<file path="config.mk">
export PLATFORM = sky130hd
export DESIGN_NAME = cp0_regs
export DESIGN_NICKNAME = d
export VERILOG_FILES = /design/src/hdl/cpu_types_pkg.sv /design/src/hdl/cp0_pkg.sv /design/src/hdl/cp0_regs.sv
export SDC_FILE = /design/constraint.sdc
export NUM_CORES = 1
export LEC_CHECK = 0
export BUFFER_PORTS_ARGS = -buffer_cell sky130_fd_sc_hd__buf_4
export CORE_MARGIN = 1
export CORE_UTILIZATION = 51
export DETAILED_ROUTE_END_ITERATION = 10
export HOLD_SLACK_MARGIN = 0.15
export PLACE_DENSITY_LB_ADDON = 0.3
export REMOVE_ABC_BUFFERS = 1
export SYNTH_ARGS = -nofsm -noshare
export SYNTH_HDL_FRONTEND = slang
export SYNTH_SLANG_ARGS = --single-unit
</file>
<file path="constraint.sdc">
create_clock -name clk -period 5.45 [get_ports clk]
set_input_delay 0.545 -clock clk [delete_from_list [all_inputs] [get_ports clk]]
set_output_delay 0.545 -clock clk [all_outputs]
set_load 0.01 [all_outputs]
</file>
<file path="src/hdl/cpu_types_pkg.sv">
//////////////////////////////////////////////////
// CPU datapath types
// Word, register and interrupt widths, memory
// operation codes and exception codes shared by
// the memory stage and the data memory
//////////////////////////////////////////////////

package cpu_types_pkg;

	typedef logic [31:0] word_t;     // Data or address word
	typedef logic [4:0]  reg_addr_t; // GPR number where 0 means no write
	typedef logic [2:0]  mem_opt_t;
	typedef logic [4:0]  exc_code_t;
	typedef logic [7:0]  int_mask_t; // One bit per interrupt line

	// Memory operation codes
	localparam mem_opt_t MEM_OPT_NONE          = 3'd0;
	localparam mem_opt_t MEM_OPT_READ          = 3'd1;
	localparam mem_opt_t MEM_OPT_WRITE         = 3'd2;
	localparam mem_opt_t MEM_OPT_READ_SPECIAL  = 3'd3; // cp0 read
	localparam mem_opt_t MEM_OPT_WRITE_SPECIAL = 3'd4; // cp0 write

	// Exception codes as written into cause
	localparam exc_code_t EC_INT  = 5'd0;
	localparam exc_code_t EC_ADEL = 5'd4;  // Address error on load
	localparam exc_code_t EC_ADES = 5'd5;  // Address error on store
	localparam exc_code_t EC_DBE  = 5'd7;  // Data bus error
	localparam exc_code_t EC_SYS  = 5'd8;
	localparam exc_code_t EC_RI   = 5'd10;
	localparam exc_code_t EC_NONE = 5'd31; // No exception pending

	// Data memory size in words
	localparam int DMEM_WORDS = 256;

endpackage

</file>
<file path="src/hdl/cp0_pkg.sv">
//////////////////////////////////////////////////
// Coprocessor 0 definitions
// Register indices, status and cause field
// positions, reset value and exception vector
//////////////////////////////////////////////////

package cp0_pkg;

	typedef logic [4:0] cp0_addr_t;

	// Register indices
	localparam cp0_addr_t CP0_BADVADDR = 5'd8;
	localparam cp0_addr_t CP0_STATUS   = 5'd12;
	localparam cp0_addr_t CP0_CAUSE    = 5'd13;
	localparam cp0_addr_t CP0_EPC      = 5'd14;

	// Status fields
	localparam int STATUS_IE     = 0; // Global interrupt enable
	localparam int STATUS_EXL    = 1; // Exception level
	localparam int STATUS_IM_LSB = 8; // IM field is bits 15:8

	// Cause fields
	localparam int CAUSE_IP_LSB  = 8;
	localparam int CAUSE_EXC_LSB = 2; // Exception code in bits 6:2

	localparam cpu_types_pkg::word_t EXC_VECTOR   = 32'h8000_0180;
	localparam cpu_types_pkg::word_t STATUS_RESET = 32'h0000_0000;

endpackage

</file>
<file path="src/hdl/cp0_regs.sv">
//////////////////////////////////////////////////
// Coprocessor 0 registers
// Status, cause, epc and badvaddr with software
// access and exception entry; requests the jump
// to the exception vector
//////////////////////////////////////////////////

`timescale 1ns/1ns

module cp0_regs (
	input  logic                     clk,
	input  logic                     rst,
	input  logic                     exc_valid,
	input  cpu_types_pkg::exc_code_t exc_code,
	input  cpu_types_pkg::int_mask_t exc_ip,
	input  cpu_types_pkg::word_t     exc_epc,
	input  cpu_types_pkg::word_t     exc_badvaddr,
	input  logic                     wr_en,
	input  cp0_pkg::cp0_addr_t       wr_addr,
	input  cpu_types_pkg::word_t     wr_data,
	input  cp0_pkg::cp0_addr_t       rd_addr,
	output cpu_types_pkg::word_t     rd_data,
	output cpu_types_pkg::word_t     status,
	output logic                     exc_jmp_flag,
	output cpu_types_pkg::word_t     exc_jmp_dest
);

	cpu_types_pkg::word_t cause;
	cpu_types_pkg::word_t epc;
	cpu_types_pkg::word_t badvaddr;
	cpu_types_pkg::word_t cause_entry;
	logic                 addr_exc;

	// Only address and bus errors carry a meaningful bad address
	assign addr_exc = (exc_code == cpu_types_pkg::EC_ADEL) ||
		(exc_code == cpu_types_pkg::EC_ADES) || (exc_code == cpu_types_pkg::EC_DBE);

	always_comb begin
		cause_entry = cause;
		cause_entry[cp0_pkg::CAUSE_IP_LSB +: $bits(exc_ip)]    = exc_ip;
		cause_entry[cp0_pkg::CAUSE_EXC_LSB +: $bits(exc_code)] = exc_code;
	end

	assign exc_jmp_dest = cp0_pkg::EXC_VECTOR; // Single fixed vector

	always_ff @(posedge clk) begin
		if (rst) begin
			status       <= cp0_pkg::STATUS_RESET;
			cause        <= '0;
			exc_jmp_flag <= 1'b0;
		end else begin
			exc_jmp_flag <= exc_valid;
			if (exc_valid) begin
				epc   <= exc_epc;
				cause <= cause_entry;
				status[cp0_pkg::STATUS_EXL] <= 1'b1; // Blocks further interrupts
				if (addr_exc)
					badvaddr <= exc_badvaddr;
			end else if (wr_en) begin
				case (wr_addr)
					cp0_pkg::CP0_STATUS:   status   <= wr_data;
					cp0_pkg::CP0_CAUSE:    cause    <= wr_data;
					cp0_pkg::CP0_EPC:      epc      <= wr_data;
					cp0_pkg::CP0_BADVADDR: badvaddr <= wr_data;
					default: ; // Unimplemented index
				endcase
			end
		end
	end

	always_comb begin
		case (rd_addr)
			cp0_pkg::CP0_STATUS:   rd_data = status;
			cp0_pkg::CP0_CAUSE:    rd_data = cause;
			cp0_pkg::CP0_EPC:      rd_data = epc;
			cp0_pkg::CP0_BADVADDR: rd_data = badvaddr;
			default:               rd_data = '0;
		endcase
	end

endmodule

</file>
=== Word-level counts from Yosys, hierarchy flattened ===
Cells that the tools add are included.

* Reduce and logical (&&, ||, !) cells: 13
* Eq/ne operators: 12
* Mux-type cells: 14
* Bitwise gates (word level): 2

{| class="wikitable"
|+ Operators by type and width
! kind !! count
|-
| $mux W32 || 7
|-
| $pmux W32 S4 || 1
|-
| $mux W16 || 3
|-
| $eq A5 B4 Y1 const B || 8
|-
| $eq A5 B3 Y1 const B || 3
|-
| $reduce_bool A2 Y1 || 5
|-
| $reduce_and A3 Y1 || 3
|-
| $mux W2 || 2
|-
| $reduce_and A2 Y1 || 2
|-
| $reduce_and A4 Y1 || 1
|-
| $logic_or A1 B1 Y1 || 2
|-
| $ne A2 B1 Y1 const B || 1
|-
| $not A1 Y1 || 2
|-
| $mux W1 || 1
|}

* Input bits: 123
* Output and inout port bits: 97
* Flip-flop bits (word level): 129
* Word-level logic and storage cells: 48

=== Depth between registers and ports, before layout ===
* Word-level depth: 5
* Depth in mapped cells: 6
* Depth with buffers taken out: 3

=== Worst setup path after synthesis ===
No wires, ideal clock.

* Path kind: input-to-reg
* Start point: input port rst
* End point: register badvaddr[0], enable pin
* Buffers on the path: 3
* Stages: 4
* Data arrival time: 3.508 ns
* Setup time: 0.470 ns
* Setup slack: 1.472 ns
* Data required time: 4.980 ns
* Path through: clkbuf_1 > clkbuf_1 > buf_1 > a211oi_1

* Cells in the longest elaborated chain, start to end: 2

{| class="wikitable"
|+ RTL lines
! element !! RTL line !! source
|-
| start: declaration || cp0_regs.sv:12 || <nowiki>input logic rst,</nowiki>
|-
| $not A1 Y1 (no line) || - ||
|-
| $reduce_and A4 Y1 (no line) || - ||
|-
| end signal: assignment || cp0_regs.sv:58 || <nowiki>badvaddr <= exc_badvaddr;</nowiki>
|-
| end signal: assignment || cp0_regs.sv:64 || <nowiki>cp0_pkg::CP0_BADVADDR: badvaddr <= wr_data;</nowiki>
|-
| end: declaration || cp0_regs.sv:30 || <nowiki>cpu_types_pkg::word_t badvaddr;</nowiki>
|}

Every way passes these cells.
A chain may end at the register's enable or synchronous reset.

=== Final worst setup path ===
* Start point: input port rd_addr[4]
* End point: output port rd_data[0]

* Cells in the longest elaborated chain, start to end: 2
* Elaborated cells between the ends (all ways): 5
* Classes of those cells: eq/ne (4); mux (1)

{| class="wikitable"
|+ RTL lines
! element !! RTL line !! source
|-
| start: declaration || cp0_regs.sv:21 || <nowiki>input cp0_pkg::cp0_addr_t rd_addr,</nowiki>
|-
| $eq A5 B4 Y1 || cp0_regs.sv:72 || <nowiki>case (rd_addr)</nowiki>
|-
| $pmux W32 S4 * || cp0_regs.sv:72 ||
|-
| end: declaration || cp0_regs.sv:22 || <nowiki>output cpu_types_pkg::word_t rd_data,</nowiki>
|}

Mark *: on every way between the ends. The rest lies on a longest branch, timed or not.

==> impl_metrics.env <==
export IMPL_drcViolationCount=0
export IMPL_clk_pin_slew_ns=0.06
export IMPL_cts_tree="done"
export IMPL_peakVddDrop_mv=0.1730
export IMPL_hp_class="input pin to flop"
export IMPL_cts_buffers=17
export IMPL_numPortBuffers=187
export IMPL_grt_ovfl_total=0
export IMPL_fp_dieW_um=115.8
export IMPL_critical_path_class="input pin to primary output"
export IMPL_hold_violations=0
export IMPL_dp_cells=1010
export IMPL_period_minus_slack_ns=2.847
export IMPL_grt_use_total_pct=27.51
export IMPL_die_y_um=115.8
export IMPL_synth_mux_area_fraction_pct=9.553
export IMPL_utilization_pct=67.79
export IMPL_cts_hold_repair_buffers=0
export IMPL_crit_required_ns=4.91
export IMPL_yosysWarnings=0
export IMPL_skew_ns=0
export IMPL_synthCells=705
export IMPL_area_growth_pct=29.59
export IMPL_layout_drive_gt1_share_pct=26.78
export IMPL_ios=220
export IMPL_power_leakage_nw=3.712
export IMPL_critPathMaxFanout=32
export IMPL_synthArstFlopShare_pct=0
export IMPL_synth_compound_area_share_pct=11.54
export IMPL_syn_area_um2=6601
export IMPL_yosys_area_share_simple_pct=21.59
export IMPL_hpwl_um=11610
export IMPL_clock_latency_ns=0.41
export IMPL_finalMaxSlewViolations=0
export IMPL_start_util_pct=52.31
export IMPL_ys_seq_elements=129
export IMPL_rsz0062_at_grt="no"
export IMPL_min_path_cells=3
export IMPL_dp_slack_ns=2.230
export IMPL_coreArea_um2=12620
export IMPL_slew_limit_headroom_pct=16.24
export IMPL_htreeDepth=4
export IMPL_layout_common_cells="buf_4 (193), nand2_1 (161), dfxtp_1 (65)"
export IMPL_finalCritPeriodShare_pct=52.24
export IMPL_run_status="finished, final reports clean"
export IMPL_whs_ns=0.4036
export IMPL_grt_pass1_vias=5672
export IMPL_ctsResizeCount=0
export IMPL_syn_area_per_cell_um2=9.364
export IMPL_wl_um=18210
export IMPL_synth_cell_types=33
export IMPL_mostFrequentLayoutCell="buf_4"
export IMPL_maxCapViolations=0
export IMPL_detail_route_first_pass_iterations=5
export IMPL_worstSetupEndpointType="primary output"
export IMPL_worstRegToRegCells=2
export IMPL_viasPerCell=5.554
export IMPL_synthFlopType="dfxtp_1"
export IMPL_wire_per_inst_um=17.48
export IMPL_nets=980
export IMPL_finalNonFillerCells=1042
export IMPL_timing_final_ws_setup_ns=2.603
export IMPL_die_area_um2=13400
export IMPL_yosysSeqAreaShare_pct=48.82
export IMPL_synth_top_family_by_area="simple AND/OR/NAND/NOR gates"
export IMPL_p_per_area_nw_per_um2=302.0
export IMPL_max_freq_mhz=351.2
export IMPL_crit_arrival_ns=2.30
export IMPL_cts_sinks=129
export IMPL_drt_iter0_markers=540
export IMPL_drtAntennaViolNets=0
export IMPL_fin_total_pwr_mw=2.584
export IMPL_fillCellCount=1007
export IMPL_cts_root_buffer="clkbuf_16"
export IMPL_fp_row_count=41
export IMPL_cts_setup_buffers=0
export IMPL_synth_fa_ha_area_share_pct=0
export IMPL_final_area_um2=8554
export IMPL_grt_pass1_wl_um=27880
export IMPL_placed_area_um2=7904
export IMPL_worst_pin_slew_ns=1.254
export IMPL_antenna_found_initial=0
export IMPL_synth_edf_count=64
export IMPL_grt_start_max_net_pins=99
export IMPL_vias=5787
export IMPL_setup_viol=0
export IMPL_tns_ns=0
export IMPL_finalWeightedCongestion=0.8102
export IMPL_clockBufferDepth=2
export IMPL_critPathLaunchType="input pin"
export IMPL_yosys_area_share_xor_xnor_pct=0
export IMPL_num_antenna_cells=0
kinds of logic after synthesis:
logic type,count (synthesis)
AND/OR/NAND/NOR,305
flip-flops,129
multiplexers,63
other,2
AO/OA/AOI/OAI,107
buffers and inverters,99
worst max-delay path, stage by stage:
cell and delay (ns):
buf_4 0.11, nand4bb_2 0.97, nor2_1 0.34, a221o_1 0.19
buf_4 0.13
routing by layer:
metal	wire length, µm	GRT usage [%]	vias to the layer above	part of all wire [%]
met2	8634	44.84	334	47
met3	1722	5.858	28	9.5
li1	-	-	2711	-
met5	0	0	-	0
met4	303	11.11	0	1.7
met1	7554	35.72	2714	41
sequential cells by signal (all words and copies together) (netlist names):
signal and flops:
epc 32, cause 32, status 32, badvaddr 32
exc_jmp_flag 1
where the power goes:
| part | internal (mW) | leakage [nW] | switching, mW | total [mW] |
|---|---|---|---|---|
| sequential | 1.06 | 1.10 | 0.0113 | 1.07 |
| clock | 0.825 | 0.318 | 0.427 | 1.25 |
| combinational | 0.117 | 2.29 | 0.146 | 0.263 |
| total | 2.00 | 3.71 | 0.585 | 2.58 |
synth_stat cells, types with 25 or more instances:
master	count	area, µm²
buf_2	25	125.1
a221o_1	32	320.3
mux2i_1	63	630.6
buf_4	32	240.2
nor2_1	40	150.1
clkbuf_1	25	93.84
nand2b_1	63	394.1
edfxtp_1	64	1922
nand2_1	161	604.3
dfxtp_1	65	1301
o21ai_0	31	155.2
area by class of cell:
type | count | area, µm² | share of cell area [%]
multi-input combinational | 507 | 2983 | 34.87
clock buffer | 19 | 442.9 | 5.178
clock inverter | 13 | 207.7 | 2.428
timing repair buffer | 193 | 1449 | 16.94
sequential | 129 | 3223 | 37.68
tap | 172 | 215.2 | 2.516
inverter | 9 | 33.78 | 0.3949
final timing paths:
path	to	slack, ns	from
setup reg to reg	cause[4]	4.60	cause[4]
setup / recovery	rd_data[0]	2.60	rd_addr[4]
hold / removal	cause[11]	0.40	exc_ip[3]
hold reg to reg	cause[18]	0.48	cause[18]
No activity file was read; power rests on OpenSTA's default activity.
