[src/hdl/cpu_types_pkg.sv]
//////////////////////////////////////////////////
// CPU datapath types
// Word, register and interrupt widths, memory
// operation codes and exception codes shared by
// the memory stage and the data memory
//////////////////////////////////////////////////

package cpu_types_pkg;

	typedef logic [31:0] word_t;     // Data or address word
	typedef logic [4:0]  reg_addr_t; // GPR number where 0 means no write
	typedef logic [2:0]  mem_opt_t;
	typedef logic [4:0]  exc_code_t;
	typedef logic [7:0]  int_mask_t; // One bit per interrupt line

	// Memory operation codes
	localparam mem_opt_t MEM_OPT_NONE          = 3'd0;
	localparam mem_opt_t MEM_OPT_READ          = 3'd1;
	localparam mem_opt_t MEM_OPT_WRITE         = 3'd2;
	localparam mem_opt_t MEM_OPT_READ_SPECIAL  = 3'd3; // cp0 read
	localparam mem_opt_t MEM_OPT_WRITE_SPECIAL = 3'd4; // cp0 write

	// Exception codes as written into cause
	localparam exc_code_t EC_INT  = 5'd0;
	localparam exc_code_t EC_ADEL = 5'd4;  // Address error on load
	localparam exc_code_t EC_ADES = 5'd5;  // Address error on store
	localparam exc_code_t EC_DBE  = 5'd7;  // Data bus error
	localparam exc_code_t EC_SYS  = 5'd8;
	localparam exc_code_t EC_RI   = 5'd10;
	localparam exc_code_t EC_NONE = 5'd31; // No exception pending

	// Data memory size in words
	localparam int DMEM_WORDS = 256;

endpackage

[src/hdl/cp0_pkg.sv]
//////////////////////////////////////////////////
// Coprocessor 0 definitions
// Register indices, status and cause field
// positions, reset value and exception vector
//////////////////////////////////////////////////

package cp0_pkg;

	typedef logic [4:0] cp0_addr_t;

	// Register indices
	localparam cp0_addr_t CP0_BADVADDR = 5'd8;
	localparam cp0_addr_t CP0_STATUS   = 5'd12;
	localparam cp0_addr_t CP0_CAUSE    = 5'd13;
	localparam cp0_addr_t CP0_EPC      = 5'd14;

	// Status fields
	localparam int STATUS_IE     = 0; // Global interrupt enable
	localparam int STATUS_EXL    = 1; // Exception level
	localparam int STATUS_IM_LSB = 8; // IM field is bits 15:8

	// Cause fields
	localparam int CAUSE_IP_LSB  = 8;
	localparam int CAUSE_EXC_LSB = 2; // Exception code in bits 6:2

	localparam cpu_types_pkg::word_t EXC_VECTOR   = 32'h8000_0180;
	localparam cpu_types_pkg::word_t STATUS_RESET = 32'h0000_0000;

endpackage

[src/hdl/mem_bus_if.sv]
//////////////////////////////////////////////////
// Data memory bus
// One four-phase request and its response between
// the memory stage and the data memory
//////////////////////////////////////////////////

`timescale 1ns/1ns

interface mem_bus_if;

	// Request fields held while req is high
	logic                     req;
	cpu_types_pkg::mem_opt_t  opt;
	cpu_types_pkg::word_t     addr;
	cpu_types_pkg::word_t     wdata;

	// Response fields valid while ack is high
	logic                     ack;
	cpu_types_pkg::word_t     rdata;
	cpu_types_pkg::exc_code_t exc_code;

	modport stage (
		output req, opt, addr, wdata,
		input  ack, rdata, exc_code
	);

	modport mem (
		input  req, opt, addr, wdata,
		output ack, rdata, exc_code
	);

endinterface

[src/hdl/stage_mem.sv]
//////////////////////////////////////////////////
// Memory stage control
// Accepts one instruction from execute, resolves
// exceptions and interrupts, runs cp0 or memory
// accesses and completes the req/ack handshake
//////////////////////////////////////////////////

`timescale 1ns/1ns

module stage_mem (
	input  logic                     clk,
	input  logic                     rst,
	input  logic                     ex_req,
	input  cpu_types_pkg::mem_opt_t  ex_mem_opt,
	input  cpu_types_pkg::word_t     ex_mem_addr,
	input  cpu_types_pkg::word_t     ex_mem_data,
	input  cpu_types_pkg::word_t     ex_alu_result,
	input  cpu_types_pkg::reg_addr_t ex_wb_reg,
	input  cpu_types_pkg::exc_code_t ex_exc_code,
	input  cpu_types_pkg::word_t     ex_epc,
	output logic                     ex_ack,
	output logic                     wb_valid,
	output cpu_types_pkg::reg_addr_t wb_reg_addr,
	output cpu_types_pkg::word_t     wb_reg_data,
	input  cpu_types_pkg::int_mask_t int_req,
	output cpu_types_pkg::int_mask_t int_ack,
	mem_bus_if.stage                 bus,
	input  cpu_types_pkg::word_t     status,
	output logic                     exc_valid,
	output cpu_types_pkg::exc_code_t exc_code,
	output cpu_types_pkg::int_mask_t exc_ip,
	output cpu_types_pkg::word_t     exc_epc,
	output cpu_types_pkg::word_t     exc_badvaddr,
	output logic                     cp0_wr_en,
	output cp0_pkg::cp0_addr_t       cp0_wr_addr,
	output cp0_pkg::cp0_addr_t       cp0_rd_addr,
	output cpu_types_pkg::word_t     cp0_wr_data,
	input  cpu_types_pkg::word_t     cp0_rd_data
);

	typedef enum logic [1:0] {IDLE, WAIT_MEM, RELEASE} state_t;

	state_t                   state;
	cpu_types_pkg::int_mask_t int_pending;
	logic                     int_taken;

	// Lines that are both requested and unmasked in status IM
	assign int_pending = int_req & status[cp0_pkg::STATUS_IM_LSB +: $bits(int_pending)];
	assign int_taken = (int_pending != '0) && status[cp0_pkg::STATUS_IE]
		&& !status[cp0_pkg::STATUS_EXL];

	assign cp0_rd_addr = cp0_pkg::cp0_addr_t'(ex_mem_addr); // Combinational cp0 read

	always_ff @(posedge clk) begin
		wb_valid  <= 1'b0; // Single-cycle pulses
		exc_valid <= 1'b0;
		cp0_wr_en <= 1'b0;
		int_ack   <= '0;
		if (rst) begin
			state   <= IDLE;
			ex_ack  <= 1'b0;
			bus.req <= 1'b0;
		end else begin
			case (state)
				IDLE: if (ex_req) begin
					exc_epc      <= ex_epc;
					exc_ip       <= '0;
					exc_badvaddr <= ex_mem_addr;
					wb_reg_addr  <= ex_wb_reg;
					wb_reg_data  <= ex_alu_result;
					ex_ack       <= 1'b1;
					state        <= RELEASE;
					if (ex_exc_code != cpu_types_pkg::EC_NONE) begin
						exc_valid <= 1'b1; // Forwarded exception wins
						exc_code  <= ex_exc_code;
					end else if (int_taken) begin
						exc_valid <= 1'b1;
						exc_code  <= cpu_types_pkg::EC_INT;
						exc_ip    <= int_pending;
						int_ack   <= int_pending;
					end else begin
						case (ex_mem_opt)
							cpu_types_pkg::MEM_OPT_READ,
							cpu_types_pkg::MEM_OPT_WRITE: begin
								// Completion waits for the memory
								ex_ack    <= 1'b0;
								state     <= WAIT_MEM;
								bus.req   <= 1'b1;
								bus.opt   <= ex_mem_opt;
								bus.addr  <= ex_mem_addr;
								bus.wdata <= ex_mem_data;
							end
							cpu_types_pkg::MEM_OPT_WRITE_SPECIAL: begin
								cp0_wr_en   <= 1'b1;
								cp0_wr_addr <= cp0_pkg::cp0_addr_t'(ex_mem_addr);
								cp0_wr_data <= ex_mem_data;
							end
							cpu_types_pkg::MEM_OPT_READ_SPECIAL: begin
								wb_reg_data <= cp0_rd_data;
								wb_valid    <= (ex_wb_reg != '0);
							end
							default: wb_valid <= (ex_wb_reg != '0); // Plain ALU result
						endcase
					end
				end
				WAIT_MEM: if (bus.ack) begin
					bus.req <= 1'b0;
					ex_ack  <= 1'b1;
					state   <= RELEASE;
					if (bus.exc_code != cpu_types_pkg::EC_NONE) begin
						exc_valid    <= 1'b1;
						exc_code     <= bus.exc_code;
						exc_badvaddr <= bus.addr; // Faulting address
					end else if (bus.opt == cpu_types_pkg::MEM_OPT_READ) begin
						wb_reg_data <= bus.rdata;
						wb_valid    <= (wb_reg_addr != '0);
					end
				end
				RELEASE: if (!ex_req) begin
					ex_ack <= 1'b0;
					state  <= IDLE;
				end
				default: state <= IDLE;
			endcase
		end
	end

endmodule

[src/flat_wrapper.sv]
// flat-port wrapper written by rule: the top's interface ports become plain ports
module stage_mem_flat 
  (clk, rst, ex_req, ex_mem_opt, ex_mem_addr, ex_mem_data, ex_alu_result, ex_wb_reg, ex_exc_code, ex_epc, ex_ack, wb_valid, wb_reg_addr, wb_reg_data, int_req, int_ack, status, exc_valid, exc_code, exc_ip, exc_epc, exc_badvaddr, cp0_wr_en, cp0_wr_addr, cp0_rd_addr, cp0_wr_data, cp0_rd_data, bus_req, bus_opt, bus_addr, bus_wdata, bus_ack, bus_rdata, bus_exc_code);
  mem_bus_if bus_i ();
  input  logic clk;
  input  logic rst;
  input  logic ex_req;
  input  cpu_types_pkg::mem_opt_t ex_mem_opt;
  input  cpu_types_pkg::word_t ex_mem_addr;
  input  cpu_types_pkg::word_t ex_mem_data;
  input  cpu_types_pkg::word_t ex_alu_result;
  input  cpu_types_pkg::reg_addr_t ex_wb_reg;
  input  cpu_types_pkg::exc_code_t ex_exc_code;
  input  cpu_types_pkg::word_t ex_epc;
  output logic ex_ack;
  output logic wb_valid;
  output cpu_types_pkg::reg_addr_t wb_reg_addr;
  output cpu_types_pkg::word_t wb_reg_data;
  input  cpu_types_pkg::int_mask_t int_req;
  output cpu_types_pkg::int_mask_t int_ack;
  input  cpu_types_pkg::word_t status;
  output logic exc_valid;
  output cpu_types_pkg::exc_code_t exc_code;
  output cpu_types_pkg::int_mask_t exc_ip;
  output cpu_types_pkg::word_t exc_epc;
  output cpu_types_pkg::word_t exc_badvaddr;
  output logic cp0_wr_en;
  output cp0_pkg::cp0_addr_t cp0_wr_addr;
  output cp0_pkg::cp0_addr_t cp0_rd_addr;
  output cpu_types_pkg::word_t cp0_wr_data;
  input  cpu_types_pkg::word_t cp0_rd_data;
  output wire logic [$bits(bus_i.req)-1:0] bus_req;
  output wire logic [$bits(bus_i.opt)-1:0] bus_opt;
  output wire logic [$bits(bus_i.addr)-1:0] bus_addr;
  output wire logic [$bits(bus_i.wdata)-1:0] bus_wdata;
  input wire logic [$bits(bus_i.ack)-1:0] bus_ack;
  input wire logic [$bits(bus_i.rdata)-1:0] bus_rdata;
  input wire logic [$bits(bus_i.exc_code)-1:0] bus_exc_code;
  assign bus_req = bus_i.req;
  assign bus_opt = bus_i.opt;
  assign bus_addr = bus_i.addr;
  assign bus_wdata = bus_i.wdata;
  assign bus_i.ack = bus_ack;
  assign bus_i.rdata = bus_rdata;
  assign bus_i.exc_code = bus_exc_code;
  stage_mem u_core (.clk(clk), .rst(rst), .ex_req(ex_req), .ex_mem_opt(ex_mem_opt), .ex_mem_addr(ex_mem_addr), .ex_mem_data(ex_mem_data), .ex_alu_result(ex_alu_result), .ex_wb_reg(ex_wb_reg), .ex_exc_code(ex_exc_code), .ex_epc(ex_epc), .ex_ack(ex_ack), .wb_valid(wb_valid), .wb_reg_addr(wb_reg_addr), .wb_reg_data(wb_reg_data), .int_req(int_req), .int_ack(int_ack), .bus(bus_i), .status(status), .exc_valid(exc_valid), .exc_code(exc_code), .exc_ip(exc_ip), .exc_epc(exc_epc), .exc_badvaddr(exc_badvaddr), .cp0_wr_en(cp0_wr_en), .cp0_wr_addr(cp0_wr_addr), .cp0_rd_addr(cp0_rd_addr), .cp0_wr_data(cp0_wr_data), .cp0_rd_data(cp0_rd_data));
endmodule
[config.mk]
export PLATFORM = sky130hd
export DESIGN_NAME = stage_mem_flat
export DESIGN_NICKNAME = d
export VERILOG_FILES = /design/src/hdl/cpu_types_pkg.sv /design/src/hdl/cp0_pkg.sv /design/src/hdl/mem_bus_if.sv /design/src/hdl/stage_mem.sv /design/src/flat_wrapper.sv
export SDC_FILE = /design/constraint.sdc
export NUM_CORES = 1
export LEC_CHECK = 0
export BUFFER_PORTS_ARGS = -buffer_cell sky130_fd_sc_hd__buf_2
export CELL_PAD_IN_SITES_DETAIL_PLACEMENT = 0
export CELL_PAD_IN_SITES_GLOBAL_PLACEMENT = 1
export CORE_ASPECT_RATIO = 0.5
export CORE_MARGIN = 10
export CORE_UTILIZATION = 37
export DETAILED_ROUTE_END_ITERATION = 6
export GPL_TIMING_DRIVEN = 1
export PLACE_DENSITY_LB_ADDON = 0.3
export SLEW_MARGIN = 0
export SYNTH_ARGS = -nofsm -noshare
export SYNTH_HDL_FRONTEND = slang
export SYNTH_SLANG_ARGS = --single-unit
[constraint.sdc]
create_clock -name clk -period 7.8 [get_ports clk]
set_input_delay 0.39 -clock clk [delete_from_list [all_inputs] [get_ports clk]]
set_output_delay 0.39 -clock clk [all_outputs]
set_load 0.05 [all_outputs]
======== Word-level counts from Yosys, hierarchy flattened ========
Cells that the tools add are included.
storage, ports and cells
  logic and storage cells ................. 120
  register bits after elaboration ......... 233
cells by class
  bitwise gates (word level) .............. 6
  multiplexer cells ....................... 55
  eq/ne operators ......................... 19
  reductions and logical operators ........ 22
operators by type and width
  kind                                                                   count
  32-bit 2-to-1 mux                                                      10
  32-bit one-hot mux with 2 select lines                                 2
  6-bit AND reduction                                                    5
  5-bit 2-to-1 mux                                                       5
  1-bit 2-to-1 mux                                                       24
  8-bit 2-to-1 mux                                                       2
  2-bit != test, second input constant                                   7
  2-bit 2-to-1 mux                                                       6
  5-bit != test, second input constant                                   2
  5-bit one-hot mux with 2 select lines                                  1
  5-bit nonzero test                                                     2
  8-bit AND                                                              1
  8-bit nonzero test                                                     1
  3-bit by 1-bit equality test with 1-bit output, second input constant  2
  3-bit by 2-bit equality test with 1-bit output, second input constant  2
  1-bit one-hot mux with 2 select lines                                  3
  2-bit one-hot mux with 3 select lines                                  1
  3-bit AND reduction                                                    2
  3-bit OR reduction                                                     2
  1-bit NOT                                                              5
  5-bit AND reduction                                                    1
  5-bit OR reduction                                                     1
  2-bit by 1-bit != test with 1-bit output, second input constant        2
  4-bit AND reduction                                                    1
  11 further kinds                                                       12

======== Depth between registers and ports, before layout ========
  word-level depth ........................ 8
  gate-level depth with buffers ........... 8

======== Least setup slack after synthesis ========
No wires, ideal clock.
  path type ............................... input-to-reg
  start point ............................. in int_req[4]
  end point ............................... reg u_core.cp0_wr_addr[0] (enable)
  path buffers ............................ 2
  data arrival time ....................... 4.670 ns
  required time ........................... 7.277 ns
  stages on the path ...................... 6
  setup slack ............................. 2.606 ns
  setup time .............................. 0.523 ns
  cells stage by stage .................... nand2_1 nand4_1 o21a_1 buf_6 buf_6 nor4_1
on the way
  longest elaborated chain between the ends .. 6
RTL lines
  what                           line                text
  start, declared                flat_wrapper.sv:19  input cpu_types_pkg::int_mask_t int_req;
  8-bit AND                      stage_mem.sv:48     assign int_pending = int_req & status[cp0_pkg::STATUS_IM_LSB +: $bits(int_pending)];
  8-bit nonzero test             stage_mem.sv:49     assign int_taken = (int_pending != '0) && status[cp0_pkg::STATUS_IE]
  1-bit logical AND              stage_mem.sv:49
  1-bit logical AND              stage_mem.sv:50     && !status[cp0_pkg::STATUS_EXL];
  1-bit NOT (no line)            n/a
  6-bit AND reduction (no line)  n/a
  end signal, assigned           stage_mem.sv:95     cp0_wr_addr <= cp0_pkg::cp0_addr_t'(ex_mem_addr);
  end, declared                  stage_mem.sv:35     output cp0_pkg::cp0_addr_t cp0_wr_addr,
Every way passes these cells.
A chain may end at the register's enable or synchronous reset.

======== Worst setup path after layout ========
  start point ............................. reg u_core.state[1]
  end point ............................... reg u_core.bus.addr[3] (enable)
on the way
  longest elaborated chain between the ends .. 2
RTL lines
  what                           line              text
  start, declared                stage_mem.sv:43   state_t state;
  start signal, assigned         stage_mem.sv:60   state <= IDLE;
  start signal, assigned         stage_mem.sv:72   state <= RELEASE;
  start signal, assigned         stage_mem.sv:87   state <= WAIT_MEM;
  2-bit logical NOT              stage_mem.sv:64   case (state)
  6-bit AND reduction (no line)  n/a
  end signal, assigned           stage_mem.sv:90   bus.addr <= ex_mem_addr;
  end, declared                  mem_bus_if.sv:23  output req, opt, addr, wdata,
Every way passes these cells.

==> impl_metrics.csv <==
group,metric,value,unit
global_route,antenna_found_initial,6,
synthesis,synth_cell_types,45,
floorplanning,die_w,240,microns
worst_setup_path,reg2regPathDepth,5,
timing,min_period,2.76,ns
detailed_routing,wl_per_cell,23.0,microns
global_route,track_usage,18.4,%
floorplanning,core_region_area,0.0238,sq mm
clocking,h-tree-depth,1,
placed_design,dp.cells,1299,
floorplanning,rows,40,
timing,fmax,0.363,GHz
worst_setup_path,worst_path_max_delay_cell,"buf_4",
synthesis,synth_top_cell_area_share,73.4,%
power,p_seq_share,50.2,%
synthesis,ys_warn_count,0,
timing,rsz0062_at_grt,"no",
synthesis,synth-seq-area-share,76.8,%
cells_and_area,fin_nets,1265,
clocking,cts.clk_slew.worst_paths,0.06,ns
worst_setup_path,critPathKind,"reg2reg",
clocking,cts_root_buf,"clkbuf_16",
cells_and_area,nFillCells,2115,
detailed_routing,drtIter0Drc,487,
clocking,clock_path_buffers,3,
cells_and_area,final_common_cell,"buf_2",
clocking,cts_tree,"yes",
detailed_routing,routed_via_density,4.95,
cells_and_area,syn_to_final_growth,37.6,%
detailed_routing,vias,6658,
detailed_routing,firstDrtPassIters,5,
hold_path,min_path_cells,1,
timing,fin_worst_skew,0.0184,ns
power,leakage,0.00507,uW
floorplanning,io_pins,490,
clocking,clock_sinks,233,
power,p_int,2120,uW
global_route,grt_pass1_vias,6681,
timing,post-route-period-util,35.3,%
placed_design,dpl_cell_area,0.0115,sq mm
worst_setup_path,timing.critical_path.buf_inv,2,
synthesis,ys_seq_elements,233,
synthesis,async_flop_share,0,%
timing,fin_setup_tns,0,ns
global_route,grt_overflow,0,
timing,finalHoldViolCount,0,
synthesis,yosysTopAreaCell,"edfxtp_1",
worst_setup_path,critPathRequiredTime,7.94,ns
power,combPwrFrac,11.8,%
clocking,cts_hold_buffers,0,
clocking,tritoncts.num_buffers,22,
worst_setup_path,path_max_fanout,67,
global_route,grt_max_degree,82,
worst_setup_path,worstPathCellList,"inv_1, ha_1, nand3_1, nor2_4, buf_4",
timing,worst_slew_pin_slew,1.19,ns
synthesis,syn_area,0.00892,sq mm
power,peakVddDrop,0.131,mV
worst_setup_path,cp-start-kind,"flop",
placed_design,io_buffers,467,
cells_and_area,fin_area,0.0123,sq mm
synthesis,synth_edf_count,218,
cells_and_area,layout_common_cells,"467 x buf_2, 218 x edfxtp_1, 40 x o21ai_0",
cells_and_area,instances_no_fill,1344,
detailed_routing,wl,30900,microns
floorplanning,dieArea,0.0311,sq mm
placed_design,hpwl,23000,microns
clocking,post_cts_buffers,0,
worst_setup_path,crit_family,"buffers and inverters",
synthesis,synthesis.nets,804,
cells_and_area,drive_gt1_share,54.2,%
status,status,"finished clean",
synthesis,synth_ff_type,"edfxtp_1",
floorplanning,initial_utilization,37.4,%
timing,slew_viol_final,0,
floorplanning,die_h,130,microns
worst_setup_path,cp.arrival,2.90,ns
detailed_routing,drc,0,
clocking,cts_resized,0,
flow_run,drv_cap,0,
worst_setup_path,worst_setup_path_end_kind,"flop",
worst_setup_path,cp.depth,5,
power,p_clk_share,38.0,%
power,power_density,231,mW/mm^2
clocking,clock_latency,0.53,ns
worst_setup_path,critical_path.max_stage_delay,0.71,ns
detailed_routing,ant_nets,0,
power,power_switching,720,uW
synthesis,syn_area_per_cell,16.3,sq um
synthesis,postSynthCellCount,547,
placed_design,place_congestion,0.768,
timing,max-slew-margin-rel,20.2,%
timing,setup_viol,0,
synthesis,synth_area_leaders,"edfxtp_1 73%, mux2_2 4.0%, dfxtp_1 3.4%",
power,swShare,25.4,%
global_route,grt_pass1_wl,43500,microns
hold_path,hp-class,"in2reg",
-- logic make-up after synthesis --
logic type                 Yosys count  share of synthesized area [%]
DFF                                233                           76.8
AOI/OAI and AO/OA                  125                           9.22
and+or+nand+nor                    106                           6.43
buffers and inverters               46                           2.89
muxes                               33                           4.15
adders and majority gates            3                          0.421
xor gates and xnor gates             1                         0.0982
-- stage by stage --
step                      total power, uW  hold slack (ns)  utilization (%)  setup slack [ns]
after floorplan                      1660            0.468                -              2.61
after global placement               1780            0.451             48.5              4.70
after detailed placement             1790            0.465             48.5              4.63
after CTS                            2870          0.00481             51.4              5.06
after global routing                 2950           0.0129             51.5              4.84
final                                2840           0.0331             51.5              5.04
-- power groups by stage --
stage	sequential, uW	combinational (uW)	clock, uW
floorplan	1580	79.4	0
global placement	1450	334	0
detailed placement	1450	339	0
CTS	1430	339	1100
global route	1430	356	1160
finish	1420	335	1080
-- Yosys cell counts, types with 2 or more instances --
cell type	n
a2bb2oi_1	32
a21oi_1	8
a211oi_1	3
nor4_1	2
buf_2	10
and2_1	2
nand3_1	6
nand2_2	4
nor3_1	9
mux2_2	32
nand2_1	23
inv_1	4
buf_1	2
clkbuf_1	14
buf_6	5
and3_1	33
nor2b_1	3
o21ai_0	40
buf_4	9
ha_1	3
edfxtp_1	218
dfxtp_1	15
nand4_1	2
a31oi_1	33
nor2_1	15
-- routing by layer --
metal | up-vias | wire length [microns] | global-route usage [%]
met3 | 43 | 1820 | 4.63
met1 | 3300 | 11600 | 21.1
met4 | 0 | 748 | 5.92
li1 | 3084 | - | -
met5 | - | 0 | 0
met2 | 231 | 16700 | 33.4
-- area by class of cell --
class	count	area, sq um	area share (%)
multi-input combinational	268	1870	15.2
clock buffer	30	601	4.89
tap	315	394	3.21
sequential	233	6850	55.8
clock inverter	9	106	0.867
antenna	6	15.0	0.122
inverter	5	18.8	0.153
timing repair buffer	478	2420	19.7
-- worst reg2reg max path: cells and delay by family (launching register included) --
| kind | cells | cell delay, ns |
|---|---|---|
| fa+ha+maj | 1 | 0.33 |
| simple gates | 2 | 0.82 |
| flops | 1 | 0.32 |
| buf+inv | 2 | 0.82 |
-- registers in the layout, summed over array words and instances, names as in the netlist --
name,cells
u_core.bus.addr,32
u_core.bus.opt,3
u_core.bus.req,1
u_core.bus.wdata,32
u_core.cp0_wr_addr,5
u_core.cp0_wr_data,32
u_core.cp0_wr_en,1
u_core.ex_ack,1
u_core.exc_badvaddr,32
u_core.exc_code,5
u_core.exc_epc,32
u_core.exc_ip,8
u_core.exc_valid,1
u_core.int_ack,8
u_core.state,2
u_core.wb_reg_addr,5
u_core.wb_reg_data,32
u_core.wb_valid,1
-- worst paths after layout --
path	startpoint	end	slack, ns
min	ex_epc[3]	u_core.exc_epc[3]$_DFFE_PP_	0.03
min reg2reg	u_core.ex_ack$_SDFFE_PP0P_	u_core.ex_ack$_SDFFE_PP0P_	0.47
max	u_core.state[1]$_SDFFE_PP0P_	u_core.bus.addr[3]$_DFFE_PP_	5.04
max reg2reg	u_core.state[1]$_SDFFE_PP0P_	u_core.bus.addr[3]$_DFFE_PP_	5.04
(Power assumes the default switching activity.)
